## config.mk

```make
export PLATFORM = sky130hd
export DESIGN_NAME = pwr_seq_top
export DESIGN_NICKNAME = d
export VERILOG_FILES = /design/src/pwr_seq_pkg.sv /design/src/pg_sync_stage.sv /design/src/rail_sequencer.sv /design/src/fault_monitor.sv /design/src/seq_regs_axil.sv /design/src/pwr_seq_top.sv
export VERILOG_INCLUDE_DIRS = /design/src
export SDC_FILE = /design/constraint.sdc
export NUM_CORES = 1
export LEC_CHECK = 0
export BUFFER_PORTS_ARGS = -buffer_cell sky130_fd_sc_hd__clkbuf_2
export CAP_MARGIN = 20
export CORE_MARGIN = 1
export CORE_UTILIZATION = 55
export CTS_CLUSTER_DIAMETER = 60
export DETAILED_ROUTE_END_ITERATION = 16
export HOLD_SLACK_MARGIN = 0.1
export PLACE_DENSITY_LB_ADDON = 0.2
export SLEW_MARGIN = 20
export SYNTH_ARGS = -nofsm -noshare
export SYNTH_HDL_FRONTEND = slang
export SYNTH_HIERARCHICAL = 1
export SYNTH_SLANG_ARGS = --single-unit
```

## constraint.sdc

```tcl
create_clock -name clk_in -period 4.6 [get_ports clk_in]
set_input_delay 0.92 -clock clk_in [delete_from_list [all_inputs] [get_ports clk_in]]
set_output_delay 0.92 -clock clk_in [all_outputs]
set_load 0.03 [all_outputs]
```

## src/pwr_seq_defines.svh

```systemverilog
// ---------------------------------------
// Power sequencer constants
// Rail count, timing limits, register map
// and identification values
// ---------------------------------------
`ifndef PWR_SEQ_DEFINES_SVH
`define PWR_SEQ_DEFINES_SVH

// Rail 0 is the ATX supply
`define RAIL_COUNT            9

// Timing in clock cycles
`define RAIL_DELAY_CYCLES     16
`define PG_TIMEOUT_CYCLES     200
`define ATX_PG_TIMEOUT_CYCLES 400

// Identification
`define SEQ_VERSION           8'h01
`define SEQ_VENDOR_ID         32'h5057_5351

// Register byte offsets
`define REG_ID                8'h00
`define REG_STATUS            8'h04
`define REG_EN                8'h08
`define REG_PG                8'h0C
`define REG_FAIL              8'h10
`define REG_CTRL              8'h14
`define REG_CLEAR             8'h18
`define REG_VENDOR            8'h1C

`endif

```

## src/pwr_seq_pkg.sv

```systemverilog
// ---------------------------------------
// Power sequencer types
// Rail vectors, fault record, host control
// and AXI4-Lite channel bundles
// ---------------------------------------
`default_nettype none
`include "pwr_seq_defines.svh"

package pwr_seq_pkg;

	// One bit per sequenced rail
	typedef logic [`RAIL_COUNT-1:0] rail_vec_t;

	typedef struct packed {
		rail_vec_t en;
		rail_vec_t pg;
		rail_vec_t done;
	} rail_state_t;

	typedef struct packed {
		logic      wait_err;
		logic      operation_err;
		logic      err_found;
		rail_vec_t fail_detail;
	} fault_t;

	typedef struct packed {
		logic force_enable;
		// Single-cycle pulse
		logic clear_err;
	} seq_ctrl_t;

	typedef struct packed {
		logic        awvalid;
		logic [7:0]  awaddr;
		logic        wvalid;
		logic [31:0] wdata;
		logic        bready;
		logic        arvalid;
		logic [7:0]  araddr;
		logic        rready;
	} axil_req_t;

	typedef struct packed {
		logic        awready;
		logic        wready;
		logic        bvalid;
		logic [1:0]  bresp;
		logic        arready;
		logic        rvalid;
		logic [31:0] rdata;
		logic [1:0]  rresp;
	} axil_rsp_t;

	localparam logic [1:0] AXIL_RESP_OKAY = 2'b00;

	typedef enum logic [1:0] {
		AXIL_IDLE,
		AXIL_WRESP,
		AXIL_RDATA
	} axil_state_e;

	typedef enum logic [7:0] {
		SEL_ID     = `REG_ID,
		SEL_STATUS = `REG_STATUS,
		SEL_EN     = `REG_EN,
		SEL_PG     = `REG_PG,
		SEL_FAIL   = `REG_FAIL,
		SEL_CTRL   = `REG_CTRL,
		SEL_CLEAR  = `REG_CLEAR,
		SEL_VENDOR = `REG_VENDOR
	} reg_sel_e;

endpackage

`default_nettype wire

```

## src/pg_sync_stage.sv

```systemverilog
// ---------------------------------------
// Input synchroniser stage
// Power-good and system enable into the
// clock domain, sysen falling-edge pulse
// ---------------------------------------
`timescale 1ns/1ps
`default_nettype none

module pg_sync_stage (
	input  wire logic                   clk_in,
	input  wire logic                   rst_n,
	input  wire pwr_seq_pkg::rail_vec_t pg_raw,
	input  wire logic                   sysen,
	input  wire logic                   force_enable,
	output pwr_seq_pkg::rail_vec_t      pg_sync,
	output logic                        sysen_sync,
	output logic                        host_clear
);
	import pwr_seq_pkg::*;

	rail_vec_t pg_meta;
	logic      sysen_meta;

	// Two-flop synchroniser for the power-good pins
	always_ff @(posedge clk_in) begin
		if (!rst_n) begin
			pg_meta <= '0;
			pg_sync <= '0;
		end else begin
			pg_meta <= pg_raw;
			pg_sync <= pg_meta;
		end
	end

	// Host force enable works the same as the sysen pin
	always_ff @(posedge clk_in) begin
		if (!rst_n) begin
			sysen_meta <= 1'b0;
			sysen_sync <= 1'b0;
			host_clear <= 1'b0;
		end else begin
			sysen_meta <= sysen | force_enable;
			sysen_sync <= sysen_meta;
			// High in the same cycle that sysen_sync drops
			host_clear <= sysen_sync & ~sysen_meta;
		end
	end

endmodule

`default_nettype wire

```

## src/rail_sequencer.sv

```systemverilog
// ---------------------------------------
// Rail sequencer
// Enables rails bottom-up with a settling
// delay, drops them top-down, and reports
// system good
// ---------------------------------------
`timescale 1ns/1ps
`default_nettype none
`include "pwr_seq_defines.svh"

module rail_sequencer (
	input  wire logic                   clk_in,
	input  wire logic                   rst_n,
	input  wire pwr_seq_pkg::rail_vec_t pg_sync,
	input  wire logic                   sysen_sync,
	input  wire pwr_seq_pkg::fault_t    fault,
	output pwr_seq_pkg::rail_state_t    rail,
	output logic                        sysgood
);
	import pwr_seq_pkg::*;

	localparam int TOP = `RAIL_COUNT - 1;
	localparam int CNT_W = $clog2(`RAIL_DELAY_CYCLES);
	localparam logic [CNT_W-1:0] CNT_LAST = CNT_W'(`RAIL_DELAY_CYCLES - 1);

	rail_vec_t        en_q;
	rail_vec_t        done_q;
	rail_vec_t        settle_req;
	rail_vec_t        settle_sel;
	rail_vec_t        en_up;
	rail_vec_t        en_down;
	logic [CNT_W-1:0] delay_cnt;

	// Rails that are up with power-good but still settling
	assign settle_req = en_q & pg_sync & ~done_q;
	// The lowest one owns the shared counter
	assign settle_sel = settle_req & (~settle_req + rail_vec_t'(1));

	// Rail 0 goes first, then each rail once the one below has settled
	assign en_up = {done_q[TOP-1:0], 1'b1};

	// Hold a rail while the rail above still reports power-good
	// Top rail has nothing above so it drops at once
	assign en_down = en_q & {1'b0, pg_sync[TOP:1]};

	always_ff @(posedge clk_in) begin
		if (!rst_n) begin
			en_q      <= '0;
			done_q    <= '0;
			delay_cnt <= '0;
			sysgood   <= 1'b0;
		end else begin
			sysgood <= done_q[TOP];
			if (fault.err_found) begin
				// Hard shutdown of every rail
				en_q      <= '0;
				done_q    <= '0;
				delay_cnt <= '0;
			end else if (!sysen_sync) begin
				en_q      <= en_down;
				done_q    <= '0;
				delay_cnt <= '0;
			end else begin
				en_q <= en_up;
				if (settle_sel == '0) begin
					delay_cnt <= '0;
				end else if (delay_cnt == CNT_LAST) begin
					delay_cnt <= '0;
					done_q    <= done_q | settle_sel;
				end else begin
					delay_cnt <= delay_cnt + 1'b1;
				end
			end
		end
	end

	assign rail = '{en: en_q, pg: pg_sync, done: done_q};

	// While powered up, no rail may be on above one that has not settled
	a_en_order: assert property (
		@(posedge clk_in) disable iff (!rst_n)
		(sysen_sync && $past(sysen_sync)) |-> ((en_q[TOP:1] & ~done_q[TOP-1:0]) == '0)
	) else $error("Rail enabled before the rail below settled");

endmodule

`default_nettype wire

```

## src/fault_monitor.sv

```systemverilog
// ---------------------------------------
// Fault monitor
// Power-good wait watchdog, power-loss
// detection, error latch and fail snapshot
// ---------------------------------------
`timescale 1ns/1ps
`default_nettype none
`include "pwr_seq_defines.svh"

module fault_monitor (
	input  wire logic                     clk_in,
	input  wire logic                     rst_n,
	input  wire pwr_seq_pkg::rail_state_t rail,
	input  wire logic                     clear_err,
	input  wire logic                     host_clear,
	output pwr_seq_pkg::fault_t           fault
);
	import pwr_seq_pkg::*;

	localparam int WAIT_W = $clog2(`ATX_PG_TIMEOUT_CYCLES + 2);
	localparam logic [WAIT_W-1:0] RAIL_LIMIT = WAIT_W'(`PG_TIMEOUT_CYCLES);
	localparam logic [WAIT_W-1:0] ATX_LIMIT = WAIT_W'(`ATX_PG_TIMEOUT_CYCLES);

	rail_vec_t         wait_req;
	rail_vec_t         wait_sel;
	rail_vec_t         pg_lost;
	rail_vec_t         fail_q;
	logic [WAIT_W-1:0] wait_cnt;
	logic [WAIT_W-1:0] wait_limit;
	logic              wait_over;
	logic              clear;
	logic              err_set;
	logic              wait_err_q;
	logic              operation_err_q;
	logic              err_found_q;

	assign clear = clear_err | host_clear;

	// Lowest rail that is enabled without power-good
	assign wait_req = rail.en & ~rail.pg;
	assign wait_sel = wait_req & (~wait_req + rail_vec_t'(1));
	// ATX supply gets a longer ramp
	assign wait_limit = wait_sel[0] ? ATX_LIMIT : RAIL_LIMIT;
	assign wait_over = (wait_sel != '0) && (wait_cnt > wait_limit);

	// Settled rail that lost power-good
	assign pg_lost = rail.done & ~rail.pg;

	assign err_set = (wait_err_q | operation_err_q) & ~err_found_q;

	// Counter stops one past the limit
	always_ff @(posedge clk_in) begin
		if (!rst_n) begin
			wait_cnt <= '0;
		end else if (clear || wait_sel == '0) begin
			wait_cnt <= '0;
		end else if (wait_cnt <= wait_limit) begin
			wait_cnt <= wait_cnt + 1'b1;
		end
	end

	always_ff @(posedge clk_in) begin
		if (!rst_n) begin
			wait_err_q      <= 1'b0;
			operation_err_q <= 1'b0;
			err_found_q     <= 1'b0;
			fail_q          <= '0;
		end else if (clear) begin
			wait_err_q      <= 1'b0;
			operation_err_q <= 1'b0;
			err_found_q     <= 1'b0;
			fail_q          <= '0;
		end else begin
			if (wait_over) begin
				wait_err_q <= 1'b1;
			end
			if (pg_lost != '0) begin
				operation_err_q <= 1'b1;
			end
			if (wait_err_q | operation_err_q) begin
				err_found_q <= 1'b1;
			end
			// Enables are still up here, so this marks the failing rails
			if (err_set) begin
				fail_q <= rail.en ^ rail.pg;
			end
		end
	end

	assign fault = '{
		wait_err:      wait_err_q,
		operation_err: operation_err_q,
		err_found:     err_found_q,
		fail_detail:   fail_q
	};

	a_fail_hold: assert property (
		@(posedge clk_in) disable iff (!rst_n)
		!$stable(fail_q) |-> ($rose(err_found_q) || $past(clear))
	) else $error("fail_detail changed outside an error capture or clear");

endmodule

`default_nettype wire

```

## src/seq_regs_axil.sv

```systemverilog
// ---------------------------------------
// AXI4-Lite register slave
// Status, rail vectors, identification,
// force enable and error clear
// ---------------------------------------
`timescale 1ns/1ps
`default_nettype none
`include "pwr_seq_defines.svh"

module seq_regs_axil (
	input  wire logic                     clk_in,
	input  wire logic                     rst_n,
	input  wire pwr_seq_pkg::axil_req_t   axil_req,
	output pwr_seq_pkg::axil_rsp_t        axil_rsp,
	input  wire pwr_seq_pkg::rail_state_t rail,
	input  wire pwr_seq_pkg::fault_t      fault,
	input  wire logic                     sysgood,
	input  wire logic                     sysen_sync,
	output pwr_seq_pkg::seq_ctrl_t        ctrl
);
	import pwr_seq_pkg::*;

	axil_state_e state;
	logic        wr_take;
	logic        rd_take;
	logic        force_q;
	logic        clear_q;
	logic [31:0] rd_mux;
	logic [31:0] rdata_q;

	// Write needs address and data together and wins over a read
	assign wr_take = (state == AXIL_IDLE) && axil_req.awvalid && axil_req.wvalid;
	assign rd_take = (state == AXIL_IDLE) && axil_req.arvalid && !wr_take;

	// One transaction at a time
	always_ff @(posedge clk_in) begin
		if (!rst_n) begin
			state <= AXIL_IDLE;
		end else begin
			case (state)
				AXIL_IDLE: begin
					if (wr_take) begin
						state <= AXIL_WRESP;
					end else if (rd_take) begin
						state <= AXIL_RDATA;
					end
				end
				AXIL_WRESP: begin
					if (axil_req.bready) begin
						state <= AXIL_IDLE;
					end
				end
				AXIL_RDATA: begin
					if (axil_req.rready) begin
						state <= AXIL_IDLE;
					end
				end
				default: state <= AXIL_IDLE;
			endcase
		end
	end

	// Writes to read-only or unmapped offsets fall through
	always_ff @(posedge clk_in) begin
		if (!rst_n) begin
			force_q <= 1'b0;
			clear_q <= 1'b0;
		end else begin
			clear_q <= 1'b0;
			if (wr_take) begin
				case (reg_sel_e'(axil_req.awaddr))
					SEL_CTRL:  force_q <= axil_req.wdata[0];
					SEL_CLEAR: clear_q <= 1'b1;
					default: ;
				endcase
			end
		end
	end

	always_comb begin
		case (reg_sel_e'(axil_req.araddr))
			SEL_ID:     rd_mux = 32'(`SEQ_VERSION);
			SEL_STATUS: rd_mux = {27'b0, fault.wait_err, fault.operation_err,
					fault.err_found, sysen_sync, sysgood};
			SEL_EN:     rd_mux = 32'(rail.en);
			SEL_PG:     rd_mux = 32'(rail.pg);
			SEL_FAIL:   rd_mux = 32'(fault.fail_detail);
			SEL_CTRL:   rd_mux = {31'b0, force_q};
			SEL_VENDOR: rd_mux = `SEQ_VENDOR_ID;
			default:    rd_mux = 32'b0;
		endcase
	end

	always_ff @(posedge clk_in) begin
		if (rd_take) begin
			rdata_q <= rd_mux;
		end
	end

	assign axil_rsp = '{
		awready: wr_take,
		wready:  wr_take,
		bvalid:  state == AXIL_WRESP,
		bresp:   AXIL_RESP_OKAY,
		arready: rd_take,
		rvalid:  state == AXIL_RDATA,
		rdata:   rdata_q,
		rresp:   AXIL_RESP_OKAY
	};

	assign ctrl = '{force_enable: force_q, clear_err: clear_q};

	a_bvalid_hold: assert property (
		@(posedge clk_in) disable iff (!rst_n)
		(axil_rsp.bvalid && !axil_req.bready) |=> axil_rsp.bvalid
	) else $error("bvalid dropped before bready");

endmodule

`default_nettype wire

```

## src/pwr_seq_top.sv

```systemverilog
// ---------------------------------------
// Power sequencer top level
// Synchroniser, sequencer, fault monitor
// and host register slave
// ---------------------------------------
`timescale 1ns/1ps
`default_nettype none

module pwr_seq_top (
	input  wire logic                   clk_in,
	input  wire logic                   rst_n,
	input  wire logic                   sysen,
	input  wire pwr_seq_pkg::rail_vec_t pg_raw,
	output pwr_seq_pkg::rail_vec_t      rail_en,
	output logic                        sysgood,
	input  wire pwr_seq_pkg::axil_req_t axil_req,
	output pwr_seq_pkg::axil_rsp_t      axil_rsp
);
	import pwr_seq_pkg::*;

	rail_vec_t   pg_sync;
	logic        sysen_sync;
	logic        host_clear;
	rail_state_t rail;
	fault_t      fault;
	seq_ctrl_t   ctrl;

	pg_sync_stage i_pg_sync_stage (
		.clk_in       (clk_in),
		.rst_n        (rst_n),
		.pg_raw       (pg_raw),
		.sysen        (sysen),
		.force_enable (ctrl.force_enable),
		.pg_sync      (pg_sync),
		.sysen_sync   (sysen_sync),
		.host_clear   (host_clear)
	);

	rail_sequencer i_rail_sequencer (
		.clk_in     (clk_in),
		.rst_n      (rst_n),
		.pg_sync    (pg_sync),
		.sysen_sync (sysen_sync),
		.fault      (fault),
		.rail       (rail),
		.sysgood    (sysgood)
	);

	// Fault flag loops back into the sequencer
	fault_monitor i_fault_monitor (
		.clk_in     (clk_in),
		.rst_n      (rst_n),
		.rail       (rail),
		.clear_err  (ctrl.clear_err),
		.host_clear (host_clear),
		.fault      (fault)
	);

	seq_regs_axil i_seq_regs_axil (
		.clk_in     (clk_in),
		.rst_n      (rst_n),
		.axil_req   (axil_req),
		.axil_rsp   (axil_rsp),
		.rail       (rail),
		.fault      (fault),
		.sysgood    (sysgood),
		.sysen_sync (sysen_sync),
		.ctrl       (ctrl)
	);

	assign rail_en = rail.en;

endmodule

`default_nettype wire

```

Word-level counts from Yosys, hierarchy flattened
Cells that the tools add are included.
{"block": "classes", "add_sub_neg": 4, "mul": 0, "n_div": 0, "n_lt_le_gt_ge": 2, "eq_ne": 14, "shift": 0, "n_mux": 9, "bitwise_logic": 23, "reduce_logical": 22}
{"op": "$pmux W31 S7", "count": 1}
{"op": "$and A9 B9 Y9", "count": 6}
{"op": "$eq A8 B5 Y1 const B", "count": 5}
{"op": "$not A9 Y9", "count": 4}
{"op": "$add A9 B1 Y9 const B", "count": 3}
{"op": "$logic_not A9 Y1", "count": 2}
{"op": "$mux W9", "count": 2}
{"op": "$reduce_bool A9 Y1", "count": 2}
{"op": "$eq A8 B4 Y1 const B", "count": 2}
{"op": "$and A9 B8 Y9", "count": 1}
{"op": "$gt A9 B9 Y1", "count": 1}
{"op": "$le A9 B9 Y1", "count": 1}
{"op": "$or A9 B9 Y9", "count": 1}
{"op": "$xor A9 B9 Y9", "count": 1}
{"op": "$eq A8 B3 Y1 const B", "count": 1}
{"op": "$logic_not A8 Y1", "count": 1}
{"op": "$mux W2", "count": 4}
{"op": "$pmux W2 S3", "count": 1}
{"op": "$reduce_and A2 Y1", "count": 3}
{"op": "$reduce_or A2 Y1", "count": 3}
{"op": "$logic_and A1 B1 Y1", "count": 5}
{"op": "$not A1 Y1", "count": 5}
{"op": "$reduce_or A5 Y1", "count": 1}
{"op": "$add A4 B1 Y4 const B", "count": 1}
{"op": "other kinds (13)", "count": 17}
{"block": "word_totals", "ff_bits": 101, "latch_bits": 0, "ram_bits": 0, "rom_bits": 0, "input_bits": 65, "output_inout_bits": 51, "elab_cells": 92, "mem_count": 0}

Logic depth before layout (Yosys ltp)
{"block": "depth", "ltp_word": 8, "mapped_depth": 10, "mapped_depth_nobuf": 8}

Cells and area by module
The synthesis kept the hierarchy.
{"module": "fault_monitor", "n_inst": 1, "cells_each": 142, "area_per_inst_um2": 1251.2, "seq_area_each_um2": 420.4}
{"module": "seq_regs_axil", "n_inst": 1, "cells_each": 114, "area_per_inst_um2": 1121.1, "seq_area_each_um2": 380.4}
{"module": "rail_sequencer", "n_inst": 1, "cells_each": 116, "area_per_inst_um2": 1007.2, "seq_area_each_um2": 460.4}
{"module": "pg_sync_stage", "n_inst": 1, "cells_each": 44, "area_per_inst_um2": 589.3, "seq_area_each_um2": 420.4}

Worst setup path after synthesis
Ideal clock, no wire load.
{"block": "synth_timing", "path_type": "input port to output port", "startpoint": "input axil_req[43] in the netlist's numbering", "endpoint": "output axil_rsp[35] in the netlist's numbering", "arrival_time_ns": 2.127, "required_ns": 3.680, "slack_ns": 1.553, "stages": 4, "n_path_buf": 1, "cell_sequence": "nand2_1 -> nand2_1 -> nor3_1 -> buf_4"}
{"block": "synth_via", "elab_chain_cells": 3}
{"element": "from (decl)", "line": "pwr_seq_top.sv:16", "rtl": "input wire pwr_seq_pkg::axil_req_t axil_req,"}
{"element": "$logic_and A1 B1 Y1", "line": "seq_regs_axil.sv:32", "rtl": "assign wr_take = (state == AXIL_IDLE) && axil_req.awvalid && axil_req.wvalid;"}
{"element": "$logic_not A1 Y1", "line": "seq_regs_axil.sv:33", "rtl": "assign rd_take = (state == AXIL_IDLE) && axil_req.arvalid && !wr_take;"}
{"element": "$logic_and A1 B1 Y1", "line": "seq_regs_axil.sv:33"}
{"element": "to (decl)", "line": "pwr_seq_top.sv:17", "rtl": "output pwr_seq_pkg::axil_rsp_t axil_rsp"}
Every way passes these cells.

==> results.txt <==
status -> finished clean
largest net degree at the start of global routing -> 30
Tightest Pin Transition -> 0.759 ns
pre-CTS WS -> 1.80 ns
EDFF count, synth -> 10
global route total overflow -> 0
fmax -> 361 MHz
sequential area share after synthesis -> 42.4%
antenna violations before repair -> 0
Final Skew -> 0.00820 ns
vias in the first global route -> 2834
root buffer cell -> clkbuf_8
synth unique cells -> 64
Hold Path Class -> reg2reg
core area -> 6870 um^2
Buffers on Ports -> 67
drt first pass iters -> 4
period utilisation layout -> 60.3%
hold path cells -> 1
Sink Count -> 79
share of layout cells above drive strength 1 -> 24.1%
Fin. Hold Viols -> 0
Core Util, Final -> 62.7%
Max Cap Viol -> 0
n_diodes -> 0
gr usage total -> 22.0%
wirelength, routed -> 7.82 mm
global-route wire length before repair -> 12.8 mm
Final WS setup -> 1.83 ns
critical path startpoint category -> primary input
clk buf depth -> 2
Initial Utilization -> 57.8%
WL/cell -> 14.1 um
Ys Warns -> 6
CP cell instances -> clkbuf_2, nor4bb_1, clkbuf_2
DR DRC count -> 0
Slowest cell on crit path -> nor4bb_1
WS Path Type -> in2out
RSZ-0062 raised after global routing -> false
Hold Crit Start -> i_pg_sync_stage/pg_meta[3]$_SDFF_PN0_
Synth-to-Final Area Change -> 8.57%
Reg-to-Reg Start -> i_rail_sequencer/en_q[0]$_SDFF_PP0_
die height -> 86.9 um
Yosys reg bits -> 79
Placer Congestion -> 0.902
final non-filler cell total -> 556
# rows -> 30
Worst EP arrival -> 1.85 ns
syn avg cell area -> 9.54 um^2
io pins -> 116
Worst slew margin -> 49.1%
hpwl dp -> 5.75 mm
max incr delay on CP -> 0.54 ns
Inst Count DP -> 540
R2R cell count -> 7
TritonCTS clock tree -> done
Reg clk slew, reported paths -> 0.07 ns
Async SR Flop Fraction -> 0%
max-slew violations -> 0
setup TNS -> 0 ns
via count -> 3009
pwr/cell area -> 335 nW/um^2
CTS resizes -> 0
1st-iter DRT viols -> 233
Reg2Reg Setup Slack -> 2.32 ns
Max VDD drop -> 236 uV
ys flop type -> dfxtp_1
Clock Latency Late Sink -> 0.36 ns
Net count, final -> 536
setup bufs post-CTS -> 0
worst r2r dst -> i_fault_monitor/wait_cnt[4]$_SDFFE_PP0P_
Die W -> 86.9 um
cts bufs inserted -> 9
Most common cell on crit path -> clkbuf_2
Worst Path Max Fanout -> 4
Critical Path Sink Type -> output port
min Tclk post-route -> 2.77 ns
# H-tree levels -> 3
Synth Instances -> 416
# fillers -> 588
hold buffer count at cts -> 0
die area -> 7560 um^2
Mapped Area -> 3970 um^2
Hold EP -> i_pg_sync_stage/pg_sync[3]$_SDFF_PN0_
Worst Path Required -> 3.68 ns
Routed Antenna Nets -> 0
# setup viols final -> 0
static leakage -> 1.75 nW
via/cell ratio -> 5.41
critical path: cells and delay by family:
family | cells | cell delay (ns)
buffers and inverters | 2 | 0.39
AND/OR/NAND/NOR | 1 | 0.54
stage by stage:
| step | hold WS, ns | power [mW] | cell area (um^2) |
|---|---|---|---|
| floorplan | 0.406 | 0.850 | 4030 |
| global placement | 0.409 | 0.859 | 4070 |
| detailed placement | 0.423 | 0.861 | 4070 |
| CTS | 0.439 | 1.46 | 4310 |
| global route | 0.460 | 1.50 | 4310 |
| finish | 0.438 | 1.45 | 4310 |
synth_stat cells (4+ instances only):
library cell | number | share of area [%]
dfxtp_1 | 69 | 35
buf_4 | 45 | 8.5
nand2_1 | 36 | 3.4
nor2_1 | 26 | 2.5
inv_1 | 17 | 1.6
a21oi_1 | 16 | 2.0
ha_1 | 16 | 5.0
nand3_1 | 16 | 2.0
and2_1 | 15 | 2.4
a211oi_1 | 10 | 1.9
edfxtp_1 | 10 | 7.6
and2_2 | 8 | 1.5
mux2i_1 | 8 | 2.0
nand2b_1 | 8 | 1.3
nor4_1 | 8 | 1.3
a22o_1 | 7 | 1.5
and3_1 | 5 | 0.79
buf_6 | 5 | 1.4
mux2_2 | 5 | 1.4
nor2b_1 | 5 | 0.79
nor3_1 | 5 | 0.63
o21a_1 | 4 | 0.76
o21ai_0 | 4 | 0.50
power by group:
part | internal, mW | leakage (nW) | total [mW] | switching, mW
clock | 0.341 | 0.122 | 0.601 | 0.260
combinational | 0.0378 | 0.967 | 0.122 | 0.0844
sequential | 0.712 | 0.658 | 0.722 | 0.0106
layout by cell type (no fill, tap or decap), drive strengths merged, types with 16 or more instances in the layout:
master	instances
nand2	36
nand3	16
nor2	27
and2	23
inv	20
a21oi	16
conb	17
dfxtp	69
ha	16
clkbuf	77
layout make-up:
cell class / instances / area (um^2) / share of cell area [%]
multi-input cells: 279 / 1860 / 43.1
flip-flops and latches: 79 / 1680 / 39.0
repair buffers: 68 / 343 / 7.96
clock buffers: 10 / 149 / 3.46
well taps: 96 / 120 / 2.79
clock inverters: 6 / 88.8 / 2.06
inverters: 18 / 67.6 / 1.57
state kept, by name, summed over array words and instances (netlist names), 2 cells and up:
signal	count
i_fault_monitor/wait_cnt	9
i_rail_sequencer/en_q	9
i_fault_monitor/fail_q	9
i_rail_sequencer/done_q	9
i_rail_sequencer/delay_cnt	4
i_pg_sync_stage/pg_sync	9
i_pg_sync_stage/pg_meta	9
i_seq_regs_axil/state	2
i_seq_regs_axil/rdata_q	10
worst max-delay path by stage:
stage | from | end | slack [ns] | depth (start not counted)
after detailed placement | rst_n | i_rail_sequencer/done_q[2]$_SDFFE_PP0P_ | 1.80 | 5
after floorplan | axil_req[43] | axil_rsp[35] | 1.55 | 4
after CTS | axil_req[52] | axil_rsp[40] | 1.83 | 3
final | axil_req[52] | axil_rsp[40] | 1.83 | 3
after global placement | rst_n | i_rail_sequencer/done_q[3]$_SDFFE_PP0P_ | 1.85 | 5
after global routing | axil_req[52] | axil_rsp[40] | 1.73 | 3
per-layer routing:
metal  global-route usage [%]  vias to the layer above  share of wire [%]
met4                     9.85                        0                1.7
met5                        0                        -                  0
met2                     36.8                      109                 46
met1                     27.6                     1394                 46
li1                         -                     1490                  -
met3                     4.27                       16                6.0
cells by family (layout without fill, tap and decap cells):
logic type                 count (synthesis)  count (layout)  synth area share [%]
and+or+nand+nor                          157             157                  22.5
DFF                                       79              79                  42.4
AOI/OAI and AO/OA                         74              74                  13.8
buffers and inverters                     74             102                  12.3
adders and majority gates                 16              16                  5.04
muxes                                     13              13                  3.44
xor gates and xnor gates                   2               2                 0.441
other                                      1              17                0.0945
No activity file was read; power rests on OpenSTA's default activity.
